File: config.mk
export PLATFORM = sky130hd
export DESIGN_NAME = MulDivCore
export DESIGN_NICKNAME = d
export VERILOG_FILES = /design/src/MulDivPkg.sv /design/src/MulDivDecoder.sv /design/src/MulUnit.sv /design/src/DivUnit.sv /design/src/MulDivUnit.sv /design/src/MulDivWriteback.sv /design/src/MulDivCore.sv
export SDC_FILE = /design/constraint.sdc
export NUM_CORES = 2
export LEC_CHECK = 0
export ABC_CLOCK_PERIOD_IN_PS = 25600
export BUFFER_PORTS_ARGS = -buffer_cell sky130_fd_sc_hd__buf_4
export CORE_AREA = 2 2 395 397
export CTS_BUF_LIST = sky130_fd_sc_hd__clkbuf_16
export DETAILED_ROUTE_END_ITERATION = 8
export DIE_AREA = 0 0 397 399
export PLACE_DENSITY = 0.52
export SLEW_MARGIN = 5
export SYNTH_ARGS = -nofsm -noshare
export SYNTH_HDL_FRONTEND = slang
export SYNTH_SLANG_ARGS = --single-unit
File: constraint.sdc
create_clock -name clk -period 25.6 [get_ports clk]
set_input_delay 7.68 -clock clk [delete_from_list [all_inputs] [get_ports clk]]
set_output_delay 7.68 -clock clk [all_outputs]
set_load 0.02 [all_outputs]
File: src/MulDivPkg.sv
// ****************************************************************************
// Shared types and constants for the RV32 M-extension execute block
// Latencies count edges from the accepting edge to the first cycle of done
// Command encoding follows funct3, so a cast from funct3 is exact
// ****************************************************************************
`default_nettype none

package MulDivPkg;

    // ************************************************************************
    // Widths
    // ************************************************************************

    // One machine word
    localparam int DataWidth = 32;
    // x0..x31
    localparam int RegAddrWidth = 5;
    // Divider step counter, must reach DataWidth
    localparam int DivCountWidth = $clog2(DataWidth + 1);

    // ************************************************************************
    // Latencies
    // ************************************************************************

    // Operand stage, product stage, then done
    localparam int MulLatency = 2;
    // Load cycle, 32 steps, sign fix-up
    localparam int DivLatency = 33;

    // ************************************************************************
    // Encodings
    // ************************************************************************

    // OP major opcode, R-type
    localparam logic [6:0] OpcodeOp = 7'b0110011;
    // funct7 that selects the M extension
    localparam logic [6:0] Funct7MulDiv = 7'b0000001;

    // funct3 order of the M extension
    typedef enum logic [2:0] {
        Mul,
        Mulh,
        Mulhsu,
        Mulhu,
        Div,
        Divu,
        Rem,
        Remu
    } MulDivCommand;

    // Decoded operation, 9 bits
    typedef struct packed {
        MulDivCommand command;
        logic [RegAddrWidth-1:0] rd;
        logic legal;
    } MulDivOp;

endpackage

`default_nettype wire

File: src/MulDivDecoder.sv
// ****************************************************************************
// Pure combinational decode of one instruction word
// Only OP opcode with funct7 0000001 is legal
// Illegal words still carry a command, but legal stays low
// ****************************************************************************
`default_nettype none
`timescale 1ns/1ps

module MulDivDecoder (
    input  wire logic [MulDivPkg::DataWidth-1:0] instr,
    output MulDivPkg::MulDivOp                   op
);
    import MulDivPkg::*;

    // Instruction fields
    logic [6:0] opcode;
    logic [6:0] funct7;
    logic [2:0] funct3;
    logic [RegAddrWidth-1:0] rd;
    logic isMulDiv;

    // R-type field positions
    always_comb begin
        opcode = instr[6:0];
        rd = instr[11:7];
        funct3 = instr[14:12];
        funct7 = instr[31:25];
    end

    // rs1 and rs2 are read by the register file, not here
    always_comb begin
        isMulDiv = (opcode == OpcodeOp) && (funct7 == Funct7MulDiv);
    end

    always_comb begin
        op.rd = rd;
        op.legal = isMulDiv;

        // funct3 maps straight onto the enum
        if (isMulDiv) begin
            op.command = MulDivCommand'(funct3);
        end
        else begin
            // Harmless default, never run
            op.command = Mul;
        end
    end

endmodule

`default_nettype wire

File: src/MulUnit.sv
// ****************************************************************************
// Two-stage 33x33 signed multiplier, one operation at a time
// Operands must stay stable while enable is high
// done rises MulLatency edges after the accepting edge, stall adds cycles
// ****************************************************************************
`default_nettype none
`timescale 1ns/1ps

module MulUnit (
    input  wire logic                            clk,
    input  wire logic                            rstN,
    input  wire logic                            enable,
    input  wire logic                            stall,
    input  wire logic                            flush,
    input  wire logic                            high,
    input  wire logic                            src1Signed,
    input  wire logic                            src2Signed,
    input  wire logic [MulDivPkg::DataWidth-1:0] src1,
    input  wire logic [MulDivPkg::DataWidth-1:0] src2,
    output logic                                 done,
    output logic      [MulDivPkg::DataWidth-1:0] result
);
    import MulDivPkg::*;

    // Stage one, operands widened by one bit
    logic signed [DataWidth:0] op1Reg;
    logic signed [DataWidth:0] op2Reg;
    // Stage two, full product
    logic signed [2*DataWidth+1:0] productReg;
    // Stage occupancy, bit 0 first
    logic [MulLatency-1:0] validPipe;

    // ************************************************************************
    // Datapath
    // ************************************************************************

    // Unsigned sources get a zero top bit, so one signed multiply covers all
    always_ff @(posedge clk) begin
        if (enable && !stall) begin
            op1Reg <= {src1Signed & src1[DataWidth-1], src1};
            op2Reg <= {src2Signed & src2[DataWidth-1], src2};
            productReg <= op1Reg * op2Reg;
        end
    end

    // Word select from the product register
    always_comb begin
        if (high) begin
            result = productReg[2*DataWidth-1:DataWidth];
        end
        else begin
            result = productReg[DataWidth-1:0];
        end
    end

    // ************************************************************************
    // Control
    // ************************************************************************

    // Falling enable or flush empties the pipe
    always_ff @(posedge clk) begin
        if (!rstN || flush || !enable) begin
            validPipe <= '0;
            done <= 1'b0;
        end
        else if (!stall) begin
            // Ones fill in behind the operation
            validPipe <= {validPipe[MulLatency-2:0], 1'b1};
            // Product has settled in stage two
            done <= validPipe[MulLatency-1];
        end
    end

endmodule

`default_nettype wire

File: src/DivUnit.sv
// ****************************************************************************
// Radix-2 restoring divider, fixed DivLatency, no early out
// Dividend and divisor must stay stable until done
// Divide by zero and signed overflow follow the RISC-V results
// ****************************************************************************
`default_nettype none
`timescale 1ns/1ps

module DivUnit (
    input  wire logic                            clk,
    input  wire logic                            rstN,
    input  wire logic                            enable,
    input  wire logic                            stall,
    input  wire logic                            flush,
    input  wire logic                            isSigned,
    input  wire logic [MulDivPkg::DataWidth-1:0] dividend,
    input  wire logic [MulDivPkg::DataWidth-1:0] divisor,
    output logic                                 done,
    output logic      [MulDivPkg::DataWidth-1:0] quotient,
    output logic      [MulDivPkg::DataWidth-1:0] remainder
);
    import MulDivPkg::*;

    // Most negative word
    localparam logic [DataWidth-1:0] MinInt = {1'b1, {(DataWidth-1){1'b0}}};

    logic busy;
    logic [DivCountWidth-1:0] count;
    logic lastStep;
    logic start;
    // Quotient shifts in from the bottom, dividend shifts out the top
    logic [DataWidth-1:0] quoReg;
    logic [DataWidth-1:0] remReg;
    logic [DataWidth-1:0] divisorMag;
    logic quoNeg;
    logic remNeg;
    logic divByZero;
    logic overflow;
    // Magnitudes of the raw inputs
    logic [DataWidth-1:0] dividendAbs;
    logic [DataWidth-1:0] divisorAbs;
    // One trial subtract
    logic [DataWidth:0] shifted;
    logic [DataWidth+1:0] trial;

    always_comb begin
        dividendAbs = (isSigned && dividend[DataWidth-1]) ? -dividend : dividend;
        divisorAbs = (isSigned && divisor[DataWidth-1]) ? -divisor : divisor;
        start = !busy && !done;
        lastStep = (count == DivCountWidth'(DataWidth));
        shifted = {remReg, quoReg[DataWidth-1]};
        // Top bit set means borrow, so restore
        trial = {1'b0, shifted} - {2'b00, divisorMag};
    end

    // ************************************************************************
    // Control
    // ************************************************************************

    always_ff @(posedge clk) begin
        if (!rstN || flush || !enable) begin
            busy <= 1'b0;
            done <= 1'b0;
            count <= '0;
        end
        else if (!stall) begin
            if (start) begin
                busy <= 1'b1;
                count <= '0;
            end
            else if (busy && !lastStep) begin
                count <= count + 1'b1;
            end
            else if (busy) begin
                // Held until enable falls
                busy <= 1'b0;
                done <= 1'b1;
            end
        end
    end

    // ************************************************************************
    // Datapath
    // ************************************************************************

    always_ff @(posedge clk) begin
        if (enable && !stall) begin
            if (start) begin
                quoReg <= dividendAbs;
                remReg <= '0;
                divisorMag <= divisorAbs;
                // Result signs, applied at the end
                quoNeg <= isSigned && (dividend[DataWidth-1] ^ divisor[DataWidth-1]);
                remNeg <= isSigned && dividend[DataWidth-1];
                divByZero <= (divisor == '0);
                overflow <= isSigned && (dividend == MinInt) && (divisor == '1);
            end
            else if (busy && !lastStep) begin
                if (!trial[DataWidth+1]) begin
                    remReg <= trial[DataWidth-1:0];
                    quoReg <= {quoReg[DataWidth-2:0], 1'b1};
                end
                else begin
                    remReg <= shifted[DataWidth-1:0];
                    quoReg <= {quoReg[DataWidth-2:0], 1'b0};
                end
            end
            else if (busy) begin
                // Inputs still stable here, so the raw dividend is usable
                if (divByZero) begin
                    quoReg <= '1;
                    remReg <= dividend;
                end
                else if (overflow) begin
                    quoReg <= dividend;
                    remReg <= '0;
                end
                else begin
                    quoReg <= quoNeg ? -quoReg : quoReg;
                    remReg <= remNeg ? -remReg : remReg;
                end
            end
        end
    end

    // Valid only while done is high
    assign quotient = quoReg;
    assign remainder = remReg;

endmodule

`default_nettype wire

File: src/MulDivUnit.sv
// ****************************************************************************
// Execute stage, steers one command to the multiplier or the divider
// Only the selected unit sees enable, the other stays idle
// command and sources must stay stable while enable is high
// ****************************************************************************
`default_nettype none
`timescale 1ns/1ps

module MulDivUnit (
    input  wire logic                            clk,
    input  wire logic                            rstN,
    input  wire logic                            enable,
    input  wire logic                            stall,
    input  wire logic                            flush,
    input  wire MulDivPkg::MulDivCommand         command,
    input  wire logic [MulDivPkg::DataWidth-1:0] src1,
    input  wire logic [MulDivPkg::DataWidth-1:0] src2,
    output logic                                 done,
    output logic      [MulDivPkg::DataWidth-1:0] result
);
    import MulDivPkg::*;

    // Multiplier side
    logic mulEnable;
    logic mulDone;
    logic [DataWidth-1:0] mulResult;
    logic mulHigh;
    logic mulSrc1Signed;
    logic mulSrc2Signed;

    // Divider side
    logic divEnable;
    logic divDone;
    logic [DataWidth-1:0] quotient;
    logic [DataWidth-1:0] remainder;
    logic divSigned;
    logic isMul;

    // Command class and sign controls
    always_comb begin
        isMul = (command == Mul) || (command == Mulh) ||
                (command == Mulhsu) || (command == Mulhu);
        mulHigh = (command == Mulh) || (command == Mulhsu) || (command == Mulhu);
        mulSrc1Signed = (command == Mulh) || (command == Mulhsu);
        mulSrc2Signed = (command == Mulh);
        divSigned = (command == Div) || (command == Rem);
        mulEnable = enable && isMul;
        divEnable = enable && !isMul;
    end

    MulUnit mulUnit (
        .clk, .rstN, .stall, .flush,
        .enable(mulEnable), .high(mulHigh),
        .src1Signed(mulSrc1Signed), .src2Signed(mulSrc2Signed),
        .src1, .src2,
        .done(mulDone), .result(mulResult)
    );

    DivUnit divUnit (
        .clk, .rstN, .stall, .flush,
        .enable(divEnable), .isSigned(divSigned),
        .dividend(src1), .divisor(src2),
        .done(divDone), .quotient, .remainder
    );

    // Output select by command
    always_comb begin
        if (isMul) begin
            done = mulDone;
            result = mulResult;
        end
        else if ((command == Div) || (command == Divu)) begin
            done = divDone;
            result = quotient;
        end
        else begin
            done = divDone;
            result = remainder;
        end
    end

endmodule

`default_nettype wire

File: src/MulDivWriteback.sv
// ****************************************************************************
// Turns the done level into one write-back pulse per operation
// The register file must accept every pulse, there is no back-pressure
// ****************************************************************************
`default_nettype none
`timescale 1ns/1ps

module MulDivWriteback (
    input  wire logic                               clk,
    input  wire logic                               rstN,
    input  wire logic                               flush,
    input  wire logic                               done,
    input  wire logic [MulDivPkg::DataWidth-1:0]    result,
    input  wire logic [MulDivPkg::RegAddrWidth-1:0] rd,
    output logic                                    writeValid,
    output logic      [MulDivPkg::RegAddrWidth-1:0] writeRd,
    output logic      [MulDivPkg::DataWidth-1:0]    writeData
);
    // Set once the current operation has written
    logic issued;

    always_ff @(posedge clk) begin
        if (!rstN) begin
            issued <= 1'b0;
            writeValid <= 1'b0;
            writeRd <= '0;
            writeData <= '0;
        end
        else if (flush || !done) begin
            // Abort or end of operation, rearm
            issued <= 1'b0;
            writeValid <= 1'b0;
        end
        else if (!issued) begin
            // First cycle of done
            issued <= 1'b1;
            writeValid <= 1'b1;
            writeRd <= rd;
            writeData <= result;
        end
        else begin
            // done held high, already written
            writeValid <= 1'b0;
        end
    end

endmodule

`default_nettype wire

File: src/MulDivCore.sv
// ****************************************************************************
// M-extension block, decode, execute and write-back
// enable is a level held until done, then low for at least one cycle
// illegal is combinational and only meaningful while enable is high
// ****************************************************************************
`default_nettype none
`timescale 1ns/1ps

module MulDivCore (
    input  wire logic                               clk,
    input  wire logic                               rstN,
    input  wire logic [MulDivPkg::DataWidth-1:0]    instr,
    input  wire logic [MulDivPkg::DataWidth-1:0]    src1,
    input  wire logic [MulDivPkg::DataWidth-1:0]    src2,
    input  wire logic                               enable,
    input  wire logic                               stall,
    input  wire logic                               flush,
    output logic                                    illegal,
    output logic                                    done,
    output logic                                    writeValid,
    output logic      [MulDivPkg::RegAddrWidth-1:0] writeRd,
    output logic      [MulDivPkg::DataWidth-1:0]    writeData
);
    import MulDivPkg::*;

    MulDivOp op;
    logic legalEnable;
    logic [DataWidth-1:0] result;

    // Illegal words never reach the execute stage
    assign legalEnable = enable & op.legal;
    assign illegal = enable & ~op.legal;

    MulDivDecoder decoder (
        .instr,
        .op
    );

    MulDivUnit execute (
        .clk, .rstN, .stall, .flush,
        .enable(legalEnable),
        .command(op.command),
        .src1, .src2,
        .done, .result
    );

    // rd comes from the still-stable instruction word
    MulDivWriteback writeback (
        .clk, .rstN, .flush,
        .done, .result,
        .rd(op.rd),
        .writeValid, .writeRd, .writeData
    );

endmodule

`default_nettype wire

==> impl_metrics.yaml <==
global_routing:
  grt_overflow: 0
  grt_pass1_vias: 41500
  antenna_found_initial: 8
  grt_pass1_wl_um: 252000
  grt_max_degree: 131
  grt.total_usage_pct: 20.6
setup_path:
  critPathKind: "in2out"
  cp.arrival_ps: 9350
  path_max_fanout: 4
  cp_slowest_cell: "mux2i_1"
  cp-start-kind: "input pin"
  crit_required_ps: 17920
  critical_path.max_stage_delay_ps: 360
  cp_cell_sequence: "buf_4, nor4b_1, and3_1, nand3_2, inv_1, nand2_1, mux2i_1, inv_1, buf_4"
  end_kind: "primary output"
synth:
  ys_top_cells_by_area: "fa_1 42%, edfxtp_1 13%, inv_1 8.1%"
  ys_seq_area_share_pct: 14.7
  synthTopCellsByCount: "1162 x inv_1, 1126 x fa_1, 621 x nand2_1"
  synthCells: 5664
  synthFlopType: "edfxtp_1"
  yosysTopAreaCell: "fa_1"
  yosysMostFrequentCell: "inv_1"
  synth_fp_nets: 7142
  synth-edff-count: 230
  yosysTopAreaCellShare_pct: 42.0
  ys_ff_latch: 280
  avgSynthCellArea_um2: 9.48
  synthesis.area_um2: 53700
  yosys_warnings: 0
  async_reset_ff_share_pct: 0
  yosysUniqueCellTypes: 67
cts:
  cts_sinks: 280
  cts_setup_buffers: 0
  cts_buffer_depth: 3
  cts_buffers: 30
  clk_pin_slew_ps: 60
  clk-insertion-delay-late_ps: 580
  cts_max_level: 1
  cts_tree: "built"
  hold_buffers: 0
  ctsRootBufferMaster: "clkbuf_16"
  post_cts_resize_count: 0
floorplan:
  die_h_um: 399
  dieWidth_um: 397
  rows: 144
  coreArea_um2: 154000
  pin_count: 141
  die-area_um2: 158000
  initial_utilization_pct: 34.9
detailed_routing:
  viasPerCell: 5.03
  wl_per_cell_um: 20.7
  initialDrtViolationCount: 2723
  via_count: 38700
  first_pass_iters: 6
  detail-route-antenna-nets: 0
  finalWirelength_um: 159000
  drc: 0
final_layout:
  area_delta_synth_final_pct: 7.62
  final_cells: 7687
  nets: 7094
  drive_gt1_share_pct: 5.18
sta:
  min_period_over_period_pct: 66.5
  worstMarginPinSlew_ps: 1210
  fmax_mhz: 58.7
  final.min_clock_period_ps: 17030
  max_slew_margin_pct: 19.3
  slew_viol_final: 0
  grt_setup_unrepaired: "false"
  whs_ps: 449
  final_hold_viol_count: 0
  tns_ps: 0
  finClkSkew_ps: 25.7
  setup_viol: 0
pwr:
  comb_power_share_pct: 5.7
  p_int_uw: 755
  p_sw_uw: 229
  p_sw_share_pct: 23.2
  power_frac_clock_pct: 44.6
  power.density_cell_area_nw_per_um2: 17.0
  p_leak_uw: 0.0269
  seqPwrFrac_pct: 49.7
  peakVddDrop_v: 0.0000386
flow_run:
  drv_cap: 0
placement:
  hpwlAfterDp_um: 121000
  dp_cells: 7628
  gp_congestion: 0.883
  io_buffers: 130
min_path:
  hp-class: "reg2reg"
status:
  status: "complete, no violations"
==> final cells by class <==
class	instances	area, um^2
antenna	4	10.0
multi-input combinational	3929	40300
tap	2044	2560
clock inverter	23	166
sequential	280	7910
fill	15600	95900
clock buffer	32	801
timing repair buffer	213	1610
inverter	1162	4360
==> logic make-up (layout without fill, tap and decap cells) <==
logic type	Yosys count	count (layout)	share of synthesized area, %
buffers and inverters	1455	1430	10.2
other	0	4	0
AND/OR/NAND/NOR	1656	1656	15.5
XOR/XNOR	223	223	3.64
AO/OA/AOI/OAI	623	623	7.16
flip-flops	280	280	14.7
adder cells (fa/ha/maj)	1377	1377	47.8
multiplexers	50	50	0.935
==> power groups by stage <==
stage | combinational (uW) | clock, uW | sequential, uW
finish | 56.1 | 438 | 489
detailed placement | 55.1 | 0 | 499
global placement | 54.7 | 0 | 499
global route | 59.6 | 462 | 489
CTS | 55.3 | 446 | 489
floorplan | 21.8 | 0 | 499
==> through the flow <==
stage	setup WS, ps	area (um^2)	util [%]	power, uW
2_1_floorplan	2630	53700	-	521
3_3_place_gp	8560	56800	36.9	554
3_5_place_dp	8590	56800	36.9	554
4_1_cts	8580	57800	37.6	990
5_1_grt	8450	57800	37.6	1010
6_report	8570	57800	37.6	984
==> registers in the layout, indices dropped and copies added, names as in the netlist <==
name / cells
writeback.writeData: 32
execute.divUnit.quotient: 32
execute.mulUnit.validPipe: 2
writeback.issued: 1
execute.divUnit.overflow: 1
execute.mulUnit.op1Reg: 33
execute.divUnit.count: 6
execute.mulUnit.op2Reg: 33
execute.mulUnit.productReg: 64
execute.divUnit.busy: 1
execute.divUnit.quoNeg: 1
execute.divUnit.done: 1
writeback.writeRd: 5
execute.divUnit.remainder: 32
execute.divUnit.divisorMag: 32
execute.divUnit.divByZero: 1
execute.divUnit.remNeg: 1
execute.mulUnit.done: 1
writeback.writeValid: 1
==> metal layers <==
metal | global-route usage, % | vias up | share of wire (%)
li1 | - | 17200 | -
met1 | 28.2 | 20300 | 44
met2 | 35.7 | 971 | 49
met3 | 1.94 | 194 | 4.8
met4 | 3.90 | 4 | 2.0
met5 | 0 | - | 0.016
==> worst max-delay path: cells and delay by family <==
family / cells / cell delay, ps
buffers and inverters: 4 / 540
multiplexers: 1 / 360
AND/OR/NAND/NOR: 4 / 780
==> cell usage in the layout, fill, tap and decap left out, drive strengths merged, types with 49 or more instances in the layout <==
cell type | netlist | layout
dfxtp | 50 | 50
o21ai | 138 | 138
inv | 1162 | 1171
xnor2 | 116 | 116
a21oi | 207 | 207
xor2 | 107 | 107
nor2 | 207 | 207
a211oi | 72 | 72
nor2b | 64 | 64
mux2i | 49 | 49
buf | 10 | 213
and2 | 551 | 551
nand2 | 621 | 621
edfxtp | 230 | 230
fa | 1126 | 1126
ha | 251 | 251
==> worst paths after layout <==
kind / depth (start not counted) / slack [ps] / endpoint / from
worst min register to register: 2 / 450 / execute.mulUnit.validPipe[0] / execute.mulUnit.validPipe[0]
worst max register to register: 26 / 15710 / execute.mulUnit.productReg[63] / execute.mulUnit.op2Reg[6]
worst max-delay path: 9 / 8570 / done / instr[3]
worst min-delay path: 2 / 450 / execute.mulUnit.validPipe[0] / execute.mulUnit.validPipe[0]
No activity file was read; power rests on OpenSTA's default activity.
